[src/ooo_pkg.sv]
package ooo_pkg;

	localparam int rob_width = 3;

	typedef enum logic [3:0] {
		op_add  = 4'h1,
		op_sub  = 4'h2,
		op_addi = 4'h3,
		op_out  = 4'h4,
		op_halt = 4'hf
	} opcode_t;

	// op in the top nibble, imm in the low half
	typedef struct packed {
		opcode_t            op;
		logic [2:0]         rd;
		logic [2:0]         rs1;
		logic [2:0]         rs2;
		logic [2:0]         spare;
		logic signed [15:0] imm;
	} inst_t;

	typedef struct packed {
		logic                 valid;
		logic [rob_width-1:0] tag;
		logic [31:0]          data;
	} cdb_t;

	// data when ready, otherwise the producer tag
	typedef struct packed {
		logic                 ready;
		logic [rob_width-1:0] tag;
		logic [31:0]          data;
	} operand_t;

	typedef enum logic {
		commit_gpr,
		commit_out
	} commit_kind_t;

	typedef struct packed {
		logic                 valid;
		opcode_t              op;
		logic [rob_width-1:0] tag;
		operand_t             a;
		operand_t             b;
		logic signed [15:0]   imm;
	} issue_t;

	// pick up a broadcast result for a waiting operand
	function automatic operand_t snoop(operand_t opnd, cdb_t bus);
		operand_t r;
		r = opnd;
		if (!opnd.ready && bus.valid && bus.tag == opnd.tag) begin
			r.ready = 1'b1;
			r.data = bus.data;
		end
		return r;
	endfunction

endpackage

[src/add_sub.sv]
`timescale 1ns/1ps

module add_sub #(
	parameter int rs_depth = 2
) (
	input  logic            clk,
	input  logic            rst_n,
	input  ooo_pkg::issue_t issue,
	output logic            ready,
	input  ooo_pkg::cdb_t   cdb,
	output ooo_pkg::cdb_t   result
);

	// entries stay packed toward index 0, oldest first
	ooo_pkg::issue_t     rs [rs_depth];
	ooo_pkg::issue_t     rs_next [rs_depth];
	ooo_pkg::issue_t     pick;
	logic [rs_depth-1:0] occupied;
	logic                fire;
	int                  sel;
	logic [31:0]         sum;

	always_comb begin
		for (int i = 0; i < rs_depth; i++) begin
			occupied[i] = rs[i].valid;
		end
	end

	assign ready = !occupied[rs_depth-1];

	// scan down so the lowest ready index wins
	always_comb begin
		fire = 1'b0;
		sel = 0;
		pick = rs[0];
		for (int i = rs_depth - 1; i >= 0; i--) begin
			if (rs[i].valid && rs[i].a.ready && rs[i].b.ready) begin
				fire = 1'b1;
				sel = i;
				pick = rs[i];
			end
		end
	end

	always_comb begin
		int k;
		k = 0;
		for (int i = 0; i < rs_depth; i++) begin
			rs_next[i] = '0;
		end
		for (int i = 0; i < rs_depth; i++) begin
			if (rs[i].valid && !(fire && i == sel)) begin
				rs_next[k] = rs[i];
				rs_next[k].a = ooo_pkg::snoop(rs[i].a, cdb);
				rs_next[k].b = ooo_pkg::snoop(rs[i].b, cdb);
				k++;
			end
		end
		if (issue.valid && ready) begin
			rs_next[k] = issue;
			rs_next[k].a = ooo_pkg::snoop(issue.a, cdb);
			rs_next[k].b = ooo_pkg::snoop(issue.b, cdb);
		end
	end

	always_ff @(posedge clk) begin
		if (!rst_n) begin
			for (int i = 0; i < rs_depth; i++) begin
				rs[i].valid <= 1'b0;
			end
		end else begin
			rs <= rs_next;
		end
	end

	////////////////////////////////////////////////////////////////////////////
	// execute stage drives the cdb one cycle after dispatch

	always_comb begin
		case (pick.op)
			ooo_pkg::op_sub:  sum = pick.a.data - pick.b.data;
			ooo_pkg::op_addi: sum = pick.a.data + {{16{pick.imm[15]}}, pick.imm};
			default:          sum = pick.a.data + pick.b.data;
		endcase
	end

	always_ff @(posedge clk) begin
		if (!rst_n) begin
			result.valid <= 1'b0;
		end else begin
			result.valid <= fire;
		end
		result.tag <= pick.tag;
		result.data <= sum;
	end

	// an accepted issue must land in a free slot
	a_no_issue_full: assert property (@(posedge clk) disable iff (!rst_n)
		issue.valid && ready |=>
			$countones(occupied) == $past($countones(occupied)) + 1 - $past(fire))
		else $error("station accepted while full");

endmodule

[src/commit_ring.sv]
`timescale 1ns/1ps

module commit_ring (
	input  logic                  clk,
	input  logic                  rst_n,
	input  logic                  push,
	input  ooo_pkg::commit_kind_t push_kind,
	output logic                  full,
	output ooo_pkg::commit_kind_t head_kind,
	output logic                  empty,
	input  logic                  pop
);

	localparam int depth = 2 ** ooo_pkg::rob_width;

	ooo_pkg::commit_kind_t         kinds [depth];
	logic [ooo_pkg::rob_width-1:0] head;
	logic [ooo_pkg::rob_width-1:0] tail;
	logic [ooo_pkg::rob_width:0]   count;

	assign full = count[ooo_pkg::rob_width];
	assign empty = count == '0;
	assign head_kind = kinds[head];

	always_ff @(posedge clk) begin
		if (push) begin
			kinds[tail] <= push_kind;
		end
	end

	always_ff @(posedge clk) begin
		if (!rst_n) begin
			head <= '0;
			tail <= '0;
			count <= '0;
		end else begin
			if (push) tail <= tail + 1'b1;
			if (pop) head <= head + 1'b1;
			case ({push, pop})
				2'b10:   count <= count + 1'b1;
				2'b01:   count <= count - 1'b1;
				default: count <= count;
			endcase
		end
	end

	a_ring_bounds: assert property (@(posedge clk) disable iff (!rst_n)
		!(push && full) && !(pop && empty)) else $error("commit ring overflow or underflow");

endmodule

[src/core_top.sv]
`timescale 1ns/1ps

module core_top #(
	parameter int inst_addr_width = 6,
	parameter int rs_depth = 2,
	parameter int out_depth = 2
) (
	input  logic                       clk,
	input  logic                       rst_n,
	input  logic                       sw_load,
	input  logic                       sw_exec,
	input  logic                       load_valid,
	input  logic [31:0]                load_word,
	input  logic                       out_ready,
	output logic                       out_valid,
	output logic [7:0]                 out_data,
	output logic                       halted,
	output logic [inst_addr_width-1:0] pc
);

	typedef enum logic {
		mode_load,
		mode_exec
	} mode_t;

	mode_t                         mode;
	mode_t                         next_mode;
	logic                          mode_change;
	logic                          mode_changed;
	logic                          exec;
	ooo_pkg::inst_t                inst;
	logic                          stall;
	logic                          is_alu;
	logic                          is_out;
	logic                          rob_full;
	logic                          ring_full;
	logic                          ring_empty;
	logic [ooo_pkg::rob_width-1:0] new_tag;
	ooo_pkg::issue_t               req;
	ooo_pkg::issue_t               alu_issue;
	ooo_pkg::issue_t               out_issue;
	logic                          alu_ready;
	logic                          oq_ready;
	logic                          alu_accept;
	logic                          out_accept;
	logic                          accept;
	ooo_pkg::operand_t             arch_a;
	ooo_pkg::operand_t             arch_b;
	ooo_pkg::cdb_t                 rob_a;
	ooo_pkg::cdb_t                 rob_b;
	ooo_pkg::cdb_t                 cdb;
	ooo_pkg::commit_kind_t         head_kind;
	logic                          rob_commit;
	logic [2:0]                    commit_rd;
	logic [ooo_pkg::rob_width-1:0] commit_tag;
	logic [31:0]                   commit_data;
	logic                          out_done;

	////////////////////////////////////////////////////////////////////////////
	// mode

	assign next_mode = sw_load ? mode_load : sw_exec ? mode_exec : mode;
	assign mode_change = next_mode != mode;
	// first exec cycle waits for the fetch register
	assign exec = mode == mode_exec && !mode_changed;

	always_ff @(posedge clk) begin
		if (!rst_n) begin
			mode <= mode_load;
			mode_changed <= 1'b0;
			halted <= 1'b0;
		end else begin
			mode <= next_mode;
			mode_changed <= mode_change;
			if (mode_change) begin
				halted <= 1'b0;
			end else if (exec && inst.op == ooo_pkg::op_halt) begin
				halted <= 1'b1;
			end
		end
	end

	// halt and unknown ops are never accepted, so fetch stops there
	assign stall = (mode == mode_load) ? !load_valid : exec && !accept;

	inst_mem #(.inst_addr_width(inst_addr_width)) i_inst_mem (
		.clk,
		.rst_n,
		.we(mode == mode_load && load_valid),
		.word(load_word),
		.reset_pc(mode_change),
		.stall,
		.pc,
		.inst
	);

	////////////////////////////////////////////////////////////////////////////
	// decode, operand merge, issue

	assign is_alu = inst.op inside {ooo_pkg::op_add, ooo_pkg::op_sub, ooo_pkg::op_addi};
	assign is_out = inst.op == ooo_pkg::op_out;

	// arch value, else finished rob entry, else result on the cdb right now
	function automatic ooo_pkg::operand_t merge(
		input ooo_pkg::operand_t arch,
		input ooo_pkg::cdb_t     entry,
		input ooo_pkg::cdb_t     bus
	);
		ooo_pkg::operand_t m;
		m = arch;
		if (!arch.ready && entry.valid) begin
			m.ready = 1'b1;
			m.data = entry.data;
		end
		return ooo_pkg::snoop(m, bus);
	endfunction

	always_comb begin
		req.valid = 1'b0;
		req.op = inst.op;
		req.tag = new_tag;
		req.a = merge(arch_a, rob_a, cdb);
		req.b = merge(arch_b, rob_b, cdb);
		req.imm = inst.imm;
		// addi takes no second register
		if (inst.op == ooo_pkg::op_addi) begin
			req.b.ready = 1'b1;
		end
		alu_issue = req;
		alu_issue.valid = exec && is_alu && !rob_full && !ring_full;
		out_issue = req;
		out_issue.valid = exec && is_out && !ring_full;
	end

	assign alu_accept = alu_issue.valid && alu_ready;
	assign out_accept = out_issue.valid && oq_ready;
	assign accept = alu_accept || out_accept;

	register_file i_register_file (
		.clk,
		.rst_n,
		.rs1(inst.rs1),
		.rs2(inst.rs2),
		.read_a(arch_a),
		.read_b(arch_b),
		.issue(alu_accept),
		.issue_rd(inst.rd),
		.issue_tag(new_tag),
		.commit(rob_commit),
		.commit_rd,
		.commit_tag,
		.commit_data
	);

	rob i_rob (
		.clk,
		.rst_n,
		.issue(alu_accept),
		.issue_rd(inst.rd),
		.issue_tag(new_tag),
		.full(rob_full),
		.read_tag_a(arch_a.tag),
		.read_tag_b(arch_b.tag),
		.read_a(rob_a),
		.read_b(rob_b),
		.cdb,
		.commit_kind(head_kind),
		.commit(rob_commit),
		.commit_rd,
		.commit_tag,
		.commit_data
	);

	add_sub #(.rs_depth(rs_depth)) i_add_sub (
		.clk,
		.rst_n,
		.issue(alu_issue),
		.ready(alu_ready),
		.cdb,
		.result(cdb)
	);

	////////////////////////////////////////////////////////////////////////////
	// commit order

	commit_ring i_commit_ring (
		.clk,
		.rst_n,
		.push(accept),
		.push_kind(is_out ? ooo_pkg::commit_out : ooo_pkg::commit_gpr),
		.full(ring_full),
		.head_kind,
		.empty(ring_empty),
		.pop(rob_commit || out_done)
	);

	out_unit #(.out_depth(out_depth)) i_out_unit (
		.clk,
		.rst_n,
		.issue(out_issue),
		.ready(oq_ready),
		.cdb,
		.grant(!ring_empty && head_kind == ooo_pkg::commit_out),
		.out_ready,
		.out_valid,
		.out_data,
		.done(out_done)
	);

endmodule

[src/inst_mem.sv]
`timescale 1ns/1ps

module inst_mem #(
	parameter int inst_addr_width = 6
) (
	input  logic                       clk,
	input  logic                       rst_n,
	input  logic                       we,
	input  ooo_pkg::inst_t             word,
	input  logic                       reset_pc,
	input  logic                       stall,
	output logic [inst_addr_width-1:0] pc,
	output ooo_pkg::inst_t             inst
);

	ooo_pkg::inst_t mem [2**inst_addr_width];

	always_ff @(posedge clk) begin
		if (we) begin
			mem[pc] <= word;
		end
	end

	// fetch register holds the word at issue
	always_ff @(posedge clk) begin
		if (!stall) begin
			inst <= mem[pc];
		end
	end

	// pc runs one word ahead of inst in exec mode
	always_ff @(posedge clk) begin
		if (!rst_n || reset_pc) begin
			pc <= '0;
		end else if (!stall) begin
			pc <= pc + 1'b1;
		end
	end

endmodule

[src/out_unit.sv]
`timescale 1ns/1ps

module out_unit #(
	parameter int out_depth = 2
) (
	input  logic            clk,
	input  logic            rst_n,
	input  ooo_pkg::issue_t issue,
	output logic            ready,
	input  ooo_pkg::cdb_t   cdb,
	input  logic            grant,
	input  logic            out_ready,
	output logic            out_valid,
	output logic [7:0]      out_data,
	output logic            done
);

	localparam int ptr_width = $clog2(out_depth);
	localparam logic [ptr_width-1:0] last_slot = ptr_width'(out_depth - 1);
	localparam logic [ptr_width:0] full_count = (ptr_width + 1)'(out_depth);

	ooo_pkg::operand_t    q [out_depth];
	logic [ptr_width-1:0] head;
	logic [ptr_width-1:0] tail;
	logic [ptr_width:0]   count;
	logic                 push;

	assign ready = count != full_count;
	assign push = issue.valid && ready;

	// leaves only with the ring grant and the port free
	assign out_valid = grant && count != '0 && q[head].ready && out_ready;
	assign out_data = q[head].data[7:0];
	assign done = out_valid;

	always_ff @(posedge clk) begin
		for (int i = 0; i < out_depth; i++) begin
			q[i] <= ooo_pkg::snoop(q[i], cdb);
		end
		if (push) begin
			q[tail] <= ooo_pkg::snoop(issue.a, cdb);
		end
	end

	always_ff @(posedge clk) begin
		if (!rst_n) begin
			head <= '0;
			tail <= '0;
			count <= '0;
		end else begin
			if (push) tail <= (tail == last_slot) ? '0 : tail + 1'b1;
			if (out_valid) head <= (head == last_slot) ? '0 : head + 1'b1;
			count <= count + push - out_valid;
		end
	end

	// pointers must agree that the head slot holds an entry
	a_out_handshake: assert property (@(posedge clk) disable iff (!rst_n)
		out_valid |-> out_ready && (head != tail || count == full_count))
		else $error("output without ready or entry");

endmodule

[src/register_file.sv]
`timescale 1ns/1ps

module register_file (
	input  logic                          clk,
	input  logic                          rst_n,
	input  logic [2:0]                    rs1,
	input  logic [2:0]                    rs2,
	output ooo_pkg::operand_t             read_a,
	output ooo_pkg::operand_t             read_b,
	input  logic                          issue,
	input  logic [2:0]                    issue_rd,
	input  logic [ooo_pkg::rob_width-1:0] issue_tag,
	input  logic                          commit,
	input  logic [2:0]                    commit_rd,
	input  logic [ooo_pkg::rob_width-1:0] commit_tag,
	input  logic [31:0]                   commit_data
);

	logic [31:0]                   data [8];
	logic [ooo_pkg::rob_width-1:0] tag [8];
	logic [7:0]                    busy;

	assign read_a = '{ready: !busy[rs1], tag: tag[rs1], data: data[rs1]};
	assign read_b = '{ready: !busy[rs2], tag: tag[rs2], data: data[rs2]};

	always_ff @(posedge clk) begin
		if (!rst_n) begin
			busy <= '0;
			for (int i = 0; i < 8; i++) begin
				data[i] <= '0;
				tag[i] <= '0;
			end
		end else begin
			if (commit) begin
				data[commit_rd] <= commit_data;
				// a newer rename keeps rd busy
				if (tag[commit_rd] == commit_tag) begin
					busy[commit_rd] <= 1'b0;
				end
			end
			if (issue) begin
				busy[issue_rd] <= 1'b1;
				tag[issue_rd] <= issue_tag;
			end
		end
	end

endmodule

[src/rob.sv]
`timescale 1ns/1ps

module rob (
	input  logic                          clk,
	input  logic                          rst_n,
	input  logic                          issue,
	input  logic [2:0]                    issue_rd,
	output logic [ooo_pkg::rob_width-1:0] issue_tag,
	output logic                          full,
	input  logic [ooo_pkg::rob_width-1:0] read_tag_a,
	input  logic [ooo_pkg::rob_width-1:0] read_tag_b,
	output ooo_pkg::cdb_t                 read_a,
	output ooo_pkg::cdb_t                 read_b,
	input  ooo_pkg::cdb_t                 cdb,
	input  ooo_pkg::commit_kind_t         commit_kind,
	output logic                          commit,
	output logic [2:0]                    commit_rd,
	output logic [ooo_pkg::rob_width-1:0] commit_tag,
	output logic [31:0]                   commit_data
);

	localparam int depth = 2 ** ooo_pkg::rob_width;

	logic [ooo_pkg::rob_width-1:0] head;
	logic [ooo_pkg::rob_width-1:0] tail;
	logic [ooo_pkg::rob_width:0]   count;
	logic [depth-1:0]              done;
	logic [2:0]                    rd [depth];
	logic [31:0]                   data [depth];

	assign issue_tag = tail;
	assign full = count[ooo_pkg::rob_width];

	// valid here means the entry already has its result
	assign read_a = '{valid: done[read_tag_a], tag: read_tag_a, data: data[read_tag_a]};
	assign read_b = '{valid: done[read_tag_b], tag: read_tag_b, data: data[read_tag_b]};

	////////////////////////////////////////////////////////////////////////////
	// in-order commit when the ring head is a gpr write

	assign commit = count != '0 && commit_kind == ooo_pkg::commit_gpr && done[head];
	assign commit_rd = rd[head];
	assign commit_tag = head;
	assign commit_data = data[head];

	always_ff @(posedge clk) begin
		if (!rst_n) begin
			head <= '0;
			tail <= '0;
			count <= '0;
			done <= '0;
		end else begin
			if (cdb.valid) begin
				done[cdb.tag] <= 1'b1;
			end
			if (issue) begin
				done[tail] <= 1'b0;
				tail <= tail + 1'b1;
			end
			if (commit) begin
				head <= head + 1'b1;
			end
			case ({issue, commit})
				2'b10:   count <= count + 1'b1;
				2'b01:   count <= count - 1'b1;
				default: count <= count;
			endcase
		end
	end

	always_ff @(posedge clk) begin
		if (cdb.valid) begin
			data[cdb.tag] <= cdb.data;
		end
		if (issue) begin
			rd[tail] <= issue_rd;
		end
	end

	a_commit_not_empty: assert property (@(posedge clk) disable iff (!rst_n)
		commit |-> head != tail || full) else $error("rob commit while empty");
	a_issue_not_full: assert property (@(posedge clk) disable iff (!rst_n)
		issue |-> !full) else $error("rob issue while full");

endmodule
[config.mk]
export PLATFORM = sky130hd
export DESIGN_NAME = core_top
export DESIGN_NICKNAME = d
export VERILOG_FILES = /design/src/ooo_pkg.sv /design/src/add_sub.sv /design/src/commit_ring.sv /design/src/core_top.sv /design/src/inst_mem.sv /design/src/out_unit.sv /design/src/register_file.sv /design/src/rob.sv
export SDC_FILE = /design/constraint.sdc
export NUM_CORES = 2
export LEC_CHECK = 0
export ABC_AREA = 1
export BUFFER_PORTS_ARGS = -buffer_cell sky130_fd_sc_hd__buf_2
export CORE_ASPECT_RATIO = 1.25
export CORE_MARGIN = 4
export CORE_UTILIZATION = 40
export CTS_CLUSTER_SIZE = 14
export DETAILED_ROUTE_END_ITERATION = 6
export SLEW_MARGIN = 20
export SYNTH_ARGS = -nofsm -noshare
export SYNTH_HDL_FRONTEND = slang
export SYNTH_SLANG_ARGS = --single-unit
[constraint.sdc]
create_clock -name clk -period 3.7 [get_ports clk]
set_clock_uncertainty 0.1 [all_clocks]
set_input_delay 0.185 -clock clk [delete_from_list [all_inputs] [get_ports clk]]
set_output_delay 0.185 -clock clk [all_outputs]
set_load 0.05 [all_outputs]
==> flow_summary.toml <==
[critical_path]
cp-startpoint = "i_inst_mem.pc[1]"
critPathKind = "flop to flop"
rr_endpoint = "i_inst_mem.inst[22]"
r2r_start = "i_inst_mem.pc[1]"
path_cells = "inv_1 -> nand3_1 -> inv_6 -> buf_12 -> buf_4 -> a22oi_1 -> nand4_1 -> nand2_1 -> nand2_1 -> nor2_1 -> nand4_1"
reg2reg_slack_ns = 0.05
reg2reg_depth = 11
cp-start-kind = "flop"
cpPeakStageDelay_ns = 0.47
crit_slowest_cell = "dfxtp_1"
end_kind = "flop"
worstPathMaxFanout = 35
cp.arrival_ns = 3.93
required_ns = 3.98

[synth]
synth_cell_types = 54
synth_top_area_share = 0.700
synth_cells = 5793
synth-edff-count = 1649
synth_top_cell_by_area = "edfxtp_1"
synth.area.top_cells = "edfxtp_1, nand2_1, nand3_1"
yosys_most_used_dff = "edfxtp_1"
ys_seq_area_frac = 0.721
syn-num-nets = 5856
async_reset_ff_frac = 0
ys_ff_latch = 1721
synth_area_sq_um = 70700
yosysMostFrequentCell = "edfxtp_1"
syn-mean-instance-area_sq_um = 12.2
yosysWarnings = 0
synthTopCellsByCount = "edfxtp_1, nand2_1, nand3_1, inv_1, nor2_1"

[clock_network]
path_clk_slew_ns = 0.06
clk_path_buf_depth = 3
cts_made_buffers = 170
insertion_delay_ns = 0.84
cts_htree_levels = 4
clockRootBuffer = "clkbuf_16"
cts_tree = "built"
clock-sinks = 1721

[power]
power.density_nw_per_um2 = 525
ir_drop_v = 0.000378
swShare = 0.249
leakage_nw = 28.8
power_frac_seq = 0.513
switchingPower_mw = 10.6
total_power_mw = 42.6
p_int_mw = 32.0
pwr-share-clk = 0.397
p_comb_frac = 0.089

[timing]
layout_min_cycle_time_ns = 3.65
tightest_slew_ns = 1.16
rsz0062_at_grt = "false"
setup_viol = 0
drv_slew = 0
slew_headroom = 0.220
fin_crit_sh = 0.986
max_freq_mhz = 274
setup_tns_ns = 0
finalHoldViolations = 0
setup_slack_ns = 0.0509

[min_path]
hold_path_depth = 1
hp-class = "primary input to flop"
hold_end = "i_inst_mem.mem[25][27]"
hp-start = "load_word[27]"

[placed_design]
post-place-cells = 8182
numPortBuffers = 42
hpwl_mm = 140
dp_slack_ns = 0.159
place_area_sq_um = 75300
routabilityCongestion = 0.935

[detailed_routing]
wl_per_cell_microns = 25.8
dr.first_iter.drc_count = 5421
route.detailed.drc = 0
vias = 48011
wirelength_mm = 220
vias_per_cell = 5.63
ant_nets = 0
drtPass1Iterations = 6

[global_routing]
grt-ovfl-total = 0
antenna_found_initial = 6
grt_max_degree = 108
grt_pass1_wl_mm = 319
grt_pass1_vias = 46321
grtUsageTotal = 0.235

[cells_and_area]
final_cells = 8523
fin_nets = 6097
drive_gt1_frac = 0.116
fin_area_sq_um = 81100
syn2layout_area_growth_pct = 14.6

[floorplan]
row_count = 172
io_pins = 54
core_sq_um = 176000
die_h_microns = 478
dieArea_sq_um = 184000
die_w_microns = 384
initial_utilization = 0.402

[run]
cap_violations = 0

[outcome]
status = "finished clean"
-- through the flow --
step,util,hold slack [ns]
after floorplan,-,0.162
after global placement,0.428,0.281
after detailed placement,0.428,0.294
after CTS,0.461,0.0158
after global routing,0.461,0.0688
final,0.461,0.0533
-- how the worst max path moves through the flow --
stage	cells after the start	slack, ns	to
after floorplan	7	0.29	i_inst_mem.mem[39][0]
after global placement	23	0.12	i_add_sub.result[7]
after detailed placement	11	0.16	i_inst_mem.inst[22]
after CTS	11	0.1	i_inst_mem.inst[22]
after global routing	25	0.03	i_add_sub.result[7]
final	11	0.05	i_inst_mem.inst[22]
-- per-layer routing --
layer	track usage	wire, microns	vias up
met3	0.0395	16600	474
met4	0.112	11300	0
li1	-	-	21490
met1	0.297	84500	23837
met5	0	0	-
met2	0.395	107000	2210
-- cell families after synthesis --
| kind of cell | share of synthesized area |
|---|---|
| AO/OA/AOI/OAI | 0.0855 |
| XOR/XNOR | 0.00211 |
| adder cells (fa/ha/maj) | 0.00474 |
| buffers and inverters | 0.0399 |
| flip-flops | 0.721 |
| multiplexers | 0.000283 |
| AND/OR/NAND/NOR | 0.147 |
-- flip-flops by register name (all words and copies together) (netlist names), 8 cells and up, named ones only --
register,cells
i_add_sub.result,12
i_register_file.data,64
i_inst_mem.mem,1344
i_out_unit.q,24
i_inst_mem.inst,21
i_register_file.busy,8
i_rob.rd,24
i_rob.data,64
i_register_file.tag,24
i_rob.done,8
i_commit_ring.kinds,8
i_add_sub.rs,78
-- worst max-delay path, delay by kind of cell (launching register included) --
kind | cells | cell delay, ns
and+or+nand+nor | 6 | 1.42
buffers and inverters | 4 | 0.92
DFF | 1 | 0.47
AOI/OAI and AO/OA | 1 | 0.22
-- area by class of cell --
type | count | area, sq um
Sequential cell | 1721 | 51000
Fill cell | 15734 | 94800
Timing Repair Buffer | 357 | 3000
Clock buffer | 221 | 4520
Multi-Input combinational cell | 3372 | 17100
Antenna cell | 2 | 5.00
Inverter | 412 | 1600
Clock inverter | 89 | 908
Tap cell | 2349 | 2940
-- what timing repair did --
item	in CTS	in global routing
setup endpoints to repair	0	2
hold endpoints to repair	509	112
gates resized for setup	0	7
hold buffers	24	2
setup buffers	0	2
-- power by group through the flow --
stage	Sequential [mW]	Combinational, mW	Clock (mW)
3_3_place_gp	22.3	3.68	0
2_1_floorplan	22.1	2.00	0
4_1_cts	21.9	3.75	17.2
3_5_place_dp	22.3	3.71	0
6_report	21.9	3.79	16.9
5_1_grt	21.9	4.04	18.0
-- cells in the final DEF (no fill, tap or decap), types with 44 or more instances in the layout --
cell          n
a21oi_1     168
a22oi_1     209
edfxtp_1   1649
a22o_1       58
nand2_1    1464
dfxtp_1      72
o21ai_0     213
nand3_1     412
nand4_1     189
clkbuf_16   170
clkinv_1     48
buf_4       263
nor2_1      213
nor2_2       70
a221oi_1    129
inv_1       382
clkbuf_1     44
No activity file was read; power rests on OpenSTA's default activity.
